[src/hdl/msg_pkg.sv]
`default_nettype none

package msg_pkg;

  // ****************************************
  // Host message word
  // ****************************************

  // Word size of both host streams
  localparam int MSG_WIDTH = 32;

  typedef logic [MSG_WIDTH-1:0] msg_word_t;

  // ****************************************
  // Loopback queue entry
  // ****************************************

  // Word as acknowledged by the application, plus the terminator mark
  // (last is set for the all-ones word)
  typedef struct packed {
    msg_word_t word;
    logic      last;
  } loop_entry_t;

endpackage

`default_nettype wire

[src/hdl/host_chan_pkg.sv]
`default_nettype none

package host_chan_pkg;

  // ****************************************
  // Host read channels
  // ****************************************

  // Channel that delivered a word on the shared read port
  typedef enum logic {
    CHAN_REPLY = 1'b0,
    CHAN_LOOP  = 1'b1
  } chan_id_e;

  // Number of sources behind the read port
  localparam int CHAN_COUNT = 2;

endpackage

`default_nettype wire

[src/hdl/host_rd_if.sv]
`default_nettype none

// One read-side source facing the host read arbiter.
// word is valid while empty is low; rden with empty high is ignored
interface host_rd_if
  import msg_pkg::*;
();

  logic      rden;
  logic      empty;
  msg_word_t word;
  logic      open;

  // Queue side
  modport source (
    input  rden,
    input  open,
    output empty,
    output word
  );

  // Arbiter side
  modport sink (
    output rden,
    output open,
    input  empty,
    input  word
  );

endinterface

`default_nettype wire

[src/hdl/msg_fifo.sv]
`default_nettype none

// First-word-fall-through queue. The head entry sits on rd_data while
// empty is low, one cycle after the write that put it there
module msg_fifo
  import msg_pkg::*;
#(
  parameter type payload_t    = msg_word_t,
  parameter int  DEPTH        = 16,
  parameter int  AFULL_MARGIN = 2
) (
  input  wire           bus_clk,
  input  wire           rst,
  input  wire           wr_en,
  input  wire payload_t wr_data,
  output logic          almost_full,
  output logic          overflow,
  input  wire           rd_en,
  output payload_t      rd_data,
  output logic          empty
);

  // DEPTH is a power of two, so the pointers wrap by themselves
  localparam int PTR_W = $clog2(DEPTH);
  localparam int CNT_W = $clog2(DEPTH + 1);
  localparam logic [CNT_W-1:0] FULL_CNT  = CNT_W'(DEPTH);
  localparam logic [CNT_W-1:0] AFULL_CNT = CNT_W'(DEPTH - AFULL_MARGIN);

  payload_t mem [DEPTH];

  logic [PTR_W-1:0] wr_ptr;
  logic [PTR_W-1:0] rd_ptr;
  logic [CNT_W-1:0] count;
  logic             full;
  logic             wr_ok;
  logic             rd_ok;

  // ****************************************
  // Status and accepted transfers
  // ****************************************

  assign full        = (count == FULL_CNT);
  assign empty       = (count == '0);
  assign almost_full = (count >= AFULL_CNT);

  // Writes at full are lost, reads at empty do nothing
  assign wr_ok = wr_en && !full;
  assign rd_ok = rd_en && !empty;

  assign rd_data = mem[rd_ptr];

  // ****************************************
  // Storage
  // ****************************************

  always_ff @(posedge bus_clk) begin
    if (wr_ok) begin
      mem[wr_ptr] <= wr_data;
    end
  end

  // ****************************************
  // Pointers, occupancy, overflow
  // ****************************************

  always_ff @(posedge bus_clk) begin
    if (rst) begin
      wr_ptr   <= '0;
      rd_ptr   <= '0;
      count    <= '0;
      overflow <= 1'b0;
    end else begin
      // One-cycle pulse after a dropped write
      overflow <= wr_en && full;
      if (wr_ok) begin
        wr_ptr <= wr_ptr + 1'b1;
      end
      if (rd_ok) begin
        rd_ptr <= rd_ptr + 1'b1;
      end
      case ({wr_ok, rd_ok})
        2'b10:   count <= count + 1'b1;
        2'b01:   count <= count - 1'b1;
        default: count <= count;
      endcase
    end
  end

endmodule

`default_nettype wire

[src/hdl/loop_channel.sv]
`default_nettype none

// Echoes every acknowledged host word back toward the host, one
// cycle after the acknowledge, with the all-ones word marked as last
module loop_channel
  import msg_pkg::*;
#(
  parameter int LOOP_DEPTH   = 16,
  parameter int AFULL_MARGIN = 2
) (
  input  wire            bus_clk,
  input  wire            rst,
  input  wire msg_word_t pc_msg,
  input  wire            pc_msg_ack,
  output logic           host_rd_last,
  host_rd_if.source      rd
);

  msg_word_t   pc_msg_d;
  logic        pending;
  loop_entry_t entry_in;
  loop_entry_t entry_out;

  // Word held for one cycle after its acknowledge
  always_ff @(posedge bus_clk) begin
    pc_msg_d <= pc_msg;
  end

  always_ff @(posedge bus_clk) begin
    if (rst) begin
      pending <= 1'b0;
    end else begin
      pending <= pc_msg_ack;
    end
  end

  // Terminator is the all-ones word
  assign entry_in.word = pc_msg_d;
  assign entry_in.last = &pc_msg_d;

  // Dropped if the loop channel is closed at the write edge
  msg_fifo #(
    .payload_t    (loop_entry_t),
    .DEPTH        (LOOP_DEPTH),
    .AFULL_MARGIN (AFULL_MARGIN)
  ) u_loop_fifo (
    .bus_clk     (bus_clk),
    .rst         (rst),
    .wr_en       (pending && rd.open),
    .wr_data     (entry_in),
    .almost_full (),
    .overflow    (),
    .rd_en       (rd.rden),
    .rd_data     (entry_out),
    .empty       (rd.empty)
  );

  assign rd.word      = entry_out.word;
  assign host_rd_last = entry_out.last;

endmodule

`default_nettype wire

[src/hdl/reply_channel.sv]
`default_nettype none

// Application-to-host queue. Words offered while the host read
// channel is closed are discarded, not counted as overflow
module reply_channel
  import msg_pkg::*;
#(
  parameter int REPLY_DEPTH  = 16,
  parameter int AFULL_MARGIN = 2
) (
  input  wire            bus_clk,
  input  wire            rst,
  input  wire msg_word_t fpga_msg,
  input  wire            fpga_msg_valid,
  output logic           fpga_msg_full,
  output logic           fpga_msg_overflow,
  host_rd_if.source      rd
);

  logic wr_en;

  // Open level gates the write strobe
  assign wr_en = fpga_msg_valid && rd.open;

  msg_fifo #(
    .payload_t    (msg_word_t),
    .DEPTH        (REPLY_DEPTH),
    .AFULL_MARGIN (AFULL_MARGIN)
  ) u_reply_fifo (
    .bus_clk     (bus_clk),
    .rst         (rst),
    .wr_en       (wr_en),
    .wr_data     (fpga_msg),
    .almost_full (fpga_msg_full),
    .overflow    (fpga_msg_overflow),
    .rd_en       (rd.rden),
    .rd_data     (rd.word),
    .empty       (rd.empty)
  );

endmodule

`default_nettype wire

[src/hdl/host_rd_arbiter.sv]
`default_nettype none

// Shares one host read port between the reply and loopback queues.
// Purely combinational toward the host; only the served-last state is
// registered
module host_rd_arbiter
  import msg_pkg::*;
  import host_chan_pkg::*;
(
  input  wire       bus_clk,
  input  wire       rst,
  host_rd_if.sink   reply,
  host_rd_if.sink   loop,
  input  wire       loop_last,
  input  wire       host_rd_open,
  input  wire       host_loop_open,
  input  wire       host_rd_rden,
  output logic      host_rd_empty,
  output msg_word_t host_rd_data,
  output chan_id_e  host_rd_chan,
  output logic      host_rd_last
);

  logic [CHAN_COUNT-1:0] req;
  chan_id_e              grant;
  chan_id_e              served_last;
  logic                  take;

  // Host open levels go down to the queues
  assign reply.open = host_rd_open;
  assign loop.open  = host_loop_open;

  assign req[CHAN_REPLY] = !reply.empty;
  assign req[CHAN_LOOP]  = !loop.empty;

  // Contest goes to whoever was not served last
  always_comb begin
    if (&req) begin
      if (served_last == CHAN_LOOP) begin
        grant = CHAN_REPLY;
      end else begin
        grant = CHAN_LOOP;
      end
    end else if (req[CHAN_LOOP]) begin
      grant = CHAN_LOOP;
    end else begin
      grant = CHAN_REPLY;
    end
  end

  assign host_rd_empty = ~|req;
  assign host_rd_chan  = grant;
  assign host_rd_data  = (grant == CHAN_LOOP) ? loop.word : reply.word;
  assign host_rd_last  = (grant == CHAN_LOOP) && loop_last;

  // Read strobe steered to the granted source only
  assign take       = host_rd_rden && !host_rd_empty;
  assign reply.rden = take && (grant == CHAN_REPLY);
  assign loop.rden  = take && (grant == CHAN_LOOP);

  always_ff @(posedge bus_clk) begin
    if (rst) begin
      served_last <= CHAN_LOOP;
    end else if (take) begin
      served_last <= grant;
    end
  end

endmodule

`default_nettype wire

[src/hdl/msg_bridge.sv]
`default_nettype none

module msg_bridge
  import msg_pkg::*;
#(
  parameter int PC_DEPTH     = 16,
  parameter int REPLY_DEPTH  = 16,
  parameter int LOOP_DEPTH   = 16,
  parameter int AFULL_MARGIN = 2
) (
  input  wire            bus_clk,
  input  wire            rst,

  // Host write stream
  input  wire            host_wr_wren,
  input  wire msg_word_t host_wr_data,
  output logic           host_wr_full,
  output logic           host_wr_overflow,

  // Application
  output msg_word_t      pc_msg,
  output logic           pc_msg_valid,
  input  wire            pc_msg_ack,
  input  wire msg_word_t fpga_msg,
  input  wire            fpga_msg_valid,
  output logic           fpga_msg_full,
  output logic           fpga_msg_overflow,

  // Host read port, shared by reply and loopback
  input  wire            host_rd_open,
  input  wire            host_loop_open,
  input  wire            host_rd_rden,
  output logic           host_rd_empty,
  output msg_word_t      host_rd_data,
  output logic           host_rd_chan,
  output logic           host_rd_last
);

  logic pc_empty;
  logic loop_last;

  host_rd_if reply_rd ();
  host_rd_if loop_rd ();

  // ****************************************
  // Host to application
  // ****************************************

  msg_fifo #(
    .payload_t    (msg_word_t),
    .DEPTH        (PC_DEPTH),
    .AFULL_MARGIN (AFULL_MARGIN)
  ) u_pc_fifo (
    .bus_clk     (bus_clk),
    .rst         (rst),
    .wr_en       (host_wr_wren),
    .wr_data     (host_wr_data),
    .almost_full (host_wr_full),
    .overflow    (host_wr_overflow),
    .rd_en       (pc_msg_ack),
    .rd_data     (pc_msg),
    .empty       (pc_empty)
  );

  assign pc_msg_valid = !pc_empty;

  // ****************************************
  // Read-side sources
  // ****************************************

  // Only an acknowledge that really takes a word is echoed
  loop_channel #(
    .LOOP_DEPTH   (LOOP_DEPTH),
    .AFULL_MARGIN (AFULL_MARGIN)
  ) u_loop_channel (
    .bus_clk      (bus_clk),
    .rst          (rst),
    .pc_msg       (pc_msg),
    .pc_msg_ack   (pc_msg_ack && pc_msg_valid),
    .host_rd_last (loop_last),
    .rd           (loop_rd)
  );

  reply_channel #(
    .REPLY_DEPTH  (REPLY_DEPTH),
    .AFULL_MARGIN (AFULL_MARGIN)
  ) u_reply_channel (
    .bus_clk           (bus_clk),
    .rst               (rst),
    .fpga_msg          (fpga_msg),
    .fpga_msg_valid    (fpga_msg_valid),
    .fpga_msg_full     (fpga_msg_full),
    .fpga_msg_overflow (fpga_msg_overflow),
    .rd                (reply_rd)
  );

  // ****************************************
  // Shared host read port
  // ****************************************

  host_rd_arbiter u_host_rd_arbiter (
    .bus_clk        (bus_clk),
    .rst            (rst),
    .reply          (reply_rd),
    .loop           (loop_rd),
    .loop_last      (loop_last),
    .host_rd_open   (host_rd_open),
    .host_loop_open (host_loop_open),
    .host_rd_rden   (host_rd_rden),
    .host_rd_empty  (host_rd_empty),
    .host_rd_data   (host_rd_data),
    .host_rd_chan   (host_rd_chan),
    .host_rd_last   (host_rd_last)
  );

endmodule

`default_nettype wire

[config.mk]
export PLATFORM = sky130hd
export DESIGN_NAME = msg_bridge
export DESIGN_NICKNAME = d
export VERILOG_FILES = /design/src/hdl/msg_pkg.sv /design/src/hdl/host_chan_pkg.sv /design/src/hdl/host_rd_if.sv /design/src/hdl/msg_fifo.sv /design/src/hdl/loop_channel.sv /design/src/hdl/reply_channel.sv /design/src/hdl/host_rd_arbiter.sv /design/src/hdl/msg_bridge.sv
export SDC_FILE = /design/constraint.sdc
export NUM_CORES = 1
export LEC_CHECK = 0
export BUFFER_PORTS_ARGS = -buffer_cell sky130_fd_sc_hd__buf_2
export CAP_MARGIN = 5
export CORE_ASPECT_RATIO = 1.2
export CORE_MARGIN = 8
export CORE_UTILIZATION = 55
export CTS_CLUSTER_DIAMETER = 80
export DETAILED_ROUTE_END_ITERATION = 8
export GPL_ROUTABILITY_DRIVEN = 0
export PLACE_DENSITY_LB_ADDON = 0.1
export SLEW_MARGIN = 0
export SYNTH_ARGS = -nofsm -noshare
export SYNTH_HDL_FRONTEND = slang
export SYNTH_SLANG_ARGS = --single-unit
[constraint.sdc]
create_clock -name bus_clk -period 5.8 [get_ports bus_clk]
set_input_delay 0.58 -clock bus_clk [delete_from_list [all_inputs] [get_ports bus_clk]]
set_output_delay 0.58 -clock bus_clk [all_outputs]
set_load 0.1 [all_outputs]
-- Word level (Yosys, flattened, before mapping)
Memory sizes are Yosys's and may differ from the RTL's. A register that Yosys moved wholly into a read port is not among the register bits.
Index checks and enable logic that the tools add are counted.
- register bits: 75
- RAM bits: 1552
- bits of input ports: 72
- output and inout bits: 72
- memories: 3
- add/subtract/negate cells: 12
- order comparisons: 2
- equality and inequality tests: 9
- multiplexer cells: 19
- bitwise logic cells: 1
- reductions and logical operators: 30
- memories (memory ; words ; width ; rd ports ; clocked after Yosys merged registers in ; wr ports ; RTL line ; RTL):
    u_loop_channel.u_loop_fifo.mem ; 16 ; 33 ; 1 ; 1 ; 1 ; msg_fifo.sv:29 ; payload_t mem [DEPTH];
    u_pc_fifo.mem ; 16 ; 32 ; 1 ; 1 ; 1 ; msg_fifo.sv:29 ;
    u_reply_channel.u_reply_fifo.mem ; 16 ; 32 ; 1 ; 1 ; 1 ; msg_fifo.sv:29 ;
- operators by type and width (operator ; count):
    $mux 32 ; 1
    $reduce_and 32->1 ; 1
    $pmux 5 s2 ; 3
    $add 4x1->4 const B ; 6
    $mux 4 ; 6
    $add 5x1->5 const B ; 3
    $eq 5x5->1 const B ; 3
    $logic_not 5->1 ; 3
    $sub 5x1->5 const B ; 3
    $logic_and 1x1->1 ; 14
    $ge 5x4->1 const B ; 2
    $mux 1 ; 9
    $logic_not 1->1 ; 7
    $eq 2x1->1 const B ; 3
    $eq 2x2->1 const B ; 3
    $reduce_bool 2->1 ; 3
    $reduce_and 2->1 ; 1
    $reduce_or 2->1 ; 1
    $not 1->1 ; 1

-- Depth between registers and ports, before layout
- word-level depth: 9
- gate-level depth with buffers: 13

-- By module
Synthesis repeated with hierarchy kept, for this count alone.
- cells, all modules: 2622
- area total of the unflattened synthesis: 62292.2 um^2
- by module, submodules not included (module ; times used ; cells an instance ; area each (um^2) ; seq. area each (um^2)):
    msg_fifo at u_pc_fifo ... ; 2 ; 834 ; 20118.0 ; 15735.1
    msg_fifo at u_loop_channel.u_loop_fifo ; 1 ; 858 ; 20721.1 ; 16215.6
    loop_channel ; 1 ; 46 ; 742.0 ; 660.6
    host_rd_arbiter ; 1 ; 47 ; 576.8 ; 20.0
    msg_bridge ; 1 ; 2 ; 10.0 ; 0.0
    reply_channel ; 1 ; 1 ; 6.3 ; 0.0

-- Worst setup path before layout
OpenSTA, ideal clock, no wires.
- path type: reg2reg
- start point: reg u_loop_channel.u_loop_fifo.count[2]
- end point: mem u_loop_channel.u_loop_fifo.mem[3][0] (netlist name), enable pin
- arrival time: 3615 ps
- required time: 5336 ps
- path slack: 1721 ps
- stages on the path, launching flop included: 6
- buffers on the path: 1
- period minus slack after synthesis: 4079 ps
- cell sequence: dfxtp_1 > clkbuf_1 > nor4_4 > a21oi_1 > nand2_1 > nor3_1
- word-level cells in the longest chain between the ends: 5
- RTL lines (what ; RTL line ; RTL):
    start, declared ; msg_fifo.sv:33 ; logic [CNT_W-1:0] count;
    start signal, assigned ; msg_fifo.sv:82 ; 2'b10: count <= count + 1'b1;
    start signal, assigned ; msg_fifo.sv:83 ; 2'b01: count <= count - 1'b1;
    start signal, assigned ; msg_fifo.sv:84 ; default: count <= count;
    $eq 5x5->1 ; msg_fifo.sv:42 ; assign full = (count == FULL_CNT);
    $logic_not 1->1 ; msg_fifo.sv:47 ; assign wr_ok = wr_en && !full;
    $logic_and 1x1->1 ; msg_fifo.sv:47 ;
    $mux 1 ; msg_fifo.sv:57 ; if (wr_ok) begin
    $mux 1 (implied by the code) ; msg_fifo.sv:58 ; mem[wr_ptr] <= wr_data;
    end, declared ; msg_fifo.sv:29 ;
No other way between the ends.

-- Final worst setup path
- start point: reg u_reply_channel.u_reply_fifo.count[0]
- end point: out host_rd_data[2]
- word-level cells in the longest chain between the ends: 5
- RTL lines (what ; RTL line ; RTL):
    start, declared ; msg_fifo.sv:33 ;
    start signal, assigned ; msg_fifo.sv:82 ;
    start signal, assigned ; msg_fifo.sv:83 ;
    start signal, assigned ; msg_fifo.sv:84 ;
    $logic_not 5->1 ; msg_fifo.sv:43 ; assign empty = (count == '0);
    $logic_not 1->1 ; host_rd_arbiter.sv:33 ; assign req[CHAN_REPLY] = !reply.empty;
    $reduce_and 2->1 ; host_rd_arbiter.sv:38 ; if (&req) begin
    $mux 1 ; host_rd_arbiter.sv:38 ;
    $mux 32 ; host_rd_arbiter.sv:53 ; assign host_rd_data = (grant == CHAN_LOOP) ? loop.word : reply.word;
    end, declared ; msg_bridge.sv:34 ; output msg_word_t host_rd_data,
No other way between the ends.

==> out/results.tsv <==
stage	metric	value	unit
timing	Final period util	78.7	%
synth	Post-synth EDFFs	1552	
timing	# setup viols final	0	
die	DIE AREA	0.124	mm2
timing	Slew Limit Fails	0	
global_routing	GRT Total Usage	22.9	%
global_routing	vias in the first global route	30000	
route	Starting DRT DRC Count	2882	
pwr	Switching Share	30.7	%
flow_run	Max-cap violations	0	
setup_path	Critical-path top delay cell	or4_4	
setup_path	CP bufs+invs	2	
clock_tree	Post-CTS Hold Buffers	0	
route	Vias per Instance	6.21	
global_routing	first-pass GRT wire length	203	mm
timing	Tmin final	4560	ps
layout	area delta synth->final	12.7	%
pwr	Seq pwr share	46.5	%
clock_tree	Inserted Clock Buffers	155	
clock_tree	CTS root buf	clkbuf_16	
clock_tree	TritonCTS clock tree	built	
synth	Syn. warnings	0	
clock_tree	H-tree level count	4	
route	Avg WL per Cell	31.0	um
timing	Slew HR	28.2	%
setup_path	Critical Path Start	u_reply_channel.u_reply_fifo.count[0]	
route	Routed Antenna Nets	0	
timing	Slew @ Worst Pin	1080	ps
layout	fin util	62.4	%
layout	most frequent cells in the layout	edfxtp_1 (1552), mux4_2 (485), clkbuf_16 (160)	
route	WL final	141	mm
setup_path	critical path class	flip-flop to output pin	
setup_path	flop-to-flop setup slack	2340	ps
route	met1 wire length	56.0	mm
synth	Avg Cell Area, Syn	23.2	um2
setup_path	CP endpoint kind	output pin	
timing	worst setup margin	1240	ps
place	port buffer count	143	
pwr	Comb power frac	21.5	%
route	met2 wire len	72.5	mm
global_routing	initial antenna violation count	21	
setup_path	crit-path max cell delay	590	ps
setup_path	crit-path cells	or4_4 > o21ai_4 > nand2_4 > clkinv_2 > nand2_1 > nand2_1 > buf_2	
hold_path	Worst Hold Launch	host_rd_open	
pwr	VDD IR max	0.951	mV
route	First-pass DRT Iterations	5	
layout	Final Cell Area	0.0702	mm2
run_status	status	completed	
hold_path	worst hold-check path type	primary input to flip-flop	
route	via count	28300	
setup_path	terminus of the critical flop-to-flop path	u_loop_channel.u_loop_fifo.mem[12][27]	
die	DIE HEIGHT	385	um
global_routing	gr ovfl total	0	
clock_tree	setup bufs post-CTS	0	
place	HPWL Detailed	79.4	mm
layout	share of cells above drive strength 1	32.6	%
place	placed cell area	0.0652	mm2
synth	Most used DFF post-synth	edfxtp_1	
setup_path	worst-path maximum fanout	36	
synth	async set-reset flop share out of synthesis	0	%
hold_path	Hold Crit Endpoint	u_reply_channel.u_reply_fifo.overflow	
timing	Setup Skew	29.3	ps
setup_path	Reg-to-Reg Start	u_loop_channel.u_loop_fifo.count[1]	
layout	NumNets Final	3011	
setup_path	Worst setup SP type	flip-flop	
timing	Hold Vio Cnt, Final	0	
setup_path	Crit path arrival time	3980	ps
clock_tree	post-CTS sizing	0	
setup_path	Crit path max-delay family	simple AND/OR/NAND/NOR gates	
timing	unrepaired setup endpoints after global routing	no	
die	Chip Width	323	um
pwr	Clock power frac	32.0	%
die	io pins	144	
die	initial core utilization	55.3	%
setup_path	Worst Path Required	5220	ps
setup_path	Worst path most repeated cell	nand2_1	
route	top sig layer	met5	
synth	synthesized flop and latch total	1639	
hold_path	Hold Path Stages	3	
route	# DRC	0	
timing	Max Clk Rate	0.219	GHz
clock_tree	clock net sink count	1639	
place	DP Worst Slack	2040	ps
die	core area	0.112	mm2
clock_tree	Clock transition at path regs	60	ps
setup_path	R2R depth	5	
clock_tree	Clock Path Buffers	3	
synth	count of unique library cells instantiated by Yosys	58	
route	DR WL met3	9.22	mm
pwr	P_leak	21.7	nW
layout	commonest non-fill, non-tap cell in the layout	edfxtp_1	
synth	Cell Area, Synth	0.0622	mm2
pwr	PwrDens	443	mW/mm2
synth	Net Count, Synth	2774	
pwr	Internal	21.6	mW
pwr	Sw Pwr	9.55	mW
clock_tree	clk_lat worst skew	780	ps
timing	setup TNS	0	ps
global_routing	largest net degree at the start of global routing	81	
synth	Syn Inst Count	2678	
synth	register area share after synthesis	77.7	%
die	num rows	135	
worst max path at each step:
| stage | slack [ps] | cells past startpoint | to |
|---|---|---|---|
| 2_1_floorplan | 1720 | 5 | u_loop_channel.u_loop_fifo.mem[3][0] |
| 3_3_place_gp | 2080 | 7 | host_rd_data[7] |
| 3_5_place_dp | 2040 | 6 | host_rd_data[18] |
| 4_1_cts | 1200 | 6 | host_rd_data[18] |
| 5_1_grt | 1060 | 7 | host_rd_data[2] |
| 6_report | 1240 | 7 | host_rd_data[2] |
layer usage:
metal,track usage (%),up-vias
li1,-,11800
met1,30.6,15300
met2,38.9,975
met3,4.06,216
met4,6.55,10
met5,0,-
through the flow:
stage               hold WS [ps]  cells  power, mW
floorplan                    474   2678       19.6
global placement             489   4265       21.4
detailed placement           495   4265       21.5
CTS                         58.2   4545       31.4
global route                 102   4547       32.1
finish                       119   4553       31.1
flip-flops by register name (all words and copies together), names as in the netlist, 5 cells and up, named ones only:
register                            flops
u_reply_channel.u_reply_fifo.mem      512
u_loop_channel.pc_msg_d                32
u_loop_channel.u_loop_fifo.count        5
u_pc_fifo.count                         5
u_pc_fifo.mem                         512
u_reply_channel.u_reply_fifo.count      5
u_loop_channel.u_loop_fifo.mem        528
worst reg2reg max path, stage by stage, from the launching register on:
cell	delay, ps
dfxtp_1	540
nor4_4	120
a21oi_1	690
nand2_1	430
nor2_4	840
buf_4	490
final cells by class:
cell class	count	area (um2)
Antenna cell	8	20.0
Clock buffer	202	4200
Clock inverter	78	782
Fill cell	7632	42300
Inverter	18	68.8
Multi-Input combinational cell	885	13500
Sequential cell	1639	48400
Tap cell	1507	1890
Timing Repair Buffer	216	1350
power groups by stage:
| stage | combinational, mW | clock [mW] | sequential, mW |
|---|---|---|---|
| 4_1_cts | 6.80 | 10.1 | 14.5 |
| 5_1_grt | 7.03 | 10.5 | 14.5 |
| 2_1_floorplan | 5.40 | 0 | 14.2 |
| 3_3_place_gp | 6.73 | 0 | 14.7 |
| 3_5_place_dp | 6.79 | 0 | 14.7 |
| 6_report | 6.70 | 9.95 | 14.5 |
cell usage after synthesis, drive strengths merged, types with 2 or more instances:
master,count,area [um2]
xor2,15,131
dfxtp,87,1740
a31o,2,17.5
edfxtp,1552,46600
buf,65,313
or4,5,41.3
clkbuf,71,267
a21oi,24,124
nor2b,11,68.8
and4,5,43.8
o31a,3,26.3
nor4,5,52.6
mux2i,5,50.1
a21boi,3,22.5
o21bai,2,15.0
a31oi,2,12.5
and2,12,75.1
nor2,80,300
nand3,12,72.6
nand4,13,81.3
a21o,2,15.0
mux4,485,10900
nor3,14,70.1
mux2,5,56.3
ha,23,288
nand2,120,460
inv,17,63.8
xnor2,8,70.1
o21ai,5,40.0
and3,4,25.0
nand2b,7,43.8
kinds of logic (layout without fill, tap and decap cells):
kind of cell | after synthesis | in the layout | share of synthesized area, %
multiplexers | 495 | 495 | 17.7
AO/OA/AOI/OAI | 49 | 49 | 0.529
buffers and inverters | 154 | 514 | 1.04
AND/OR/NAND/NOR | 294 | 294 | 2.22
other | 0 | 8 | 0
XOR/XNOR | 23 | 23 | 0.324
flip-flops | 1639 | 1639 | 77.7
adder cells (fa/ha/maj) | 24 | 24 | 0.495
(Power assumes the default switching activity.)
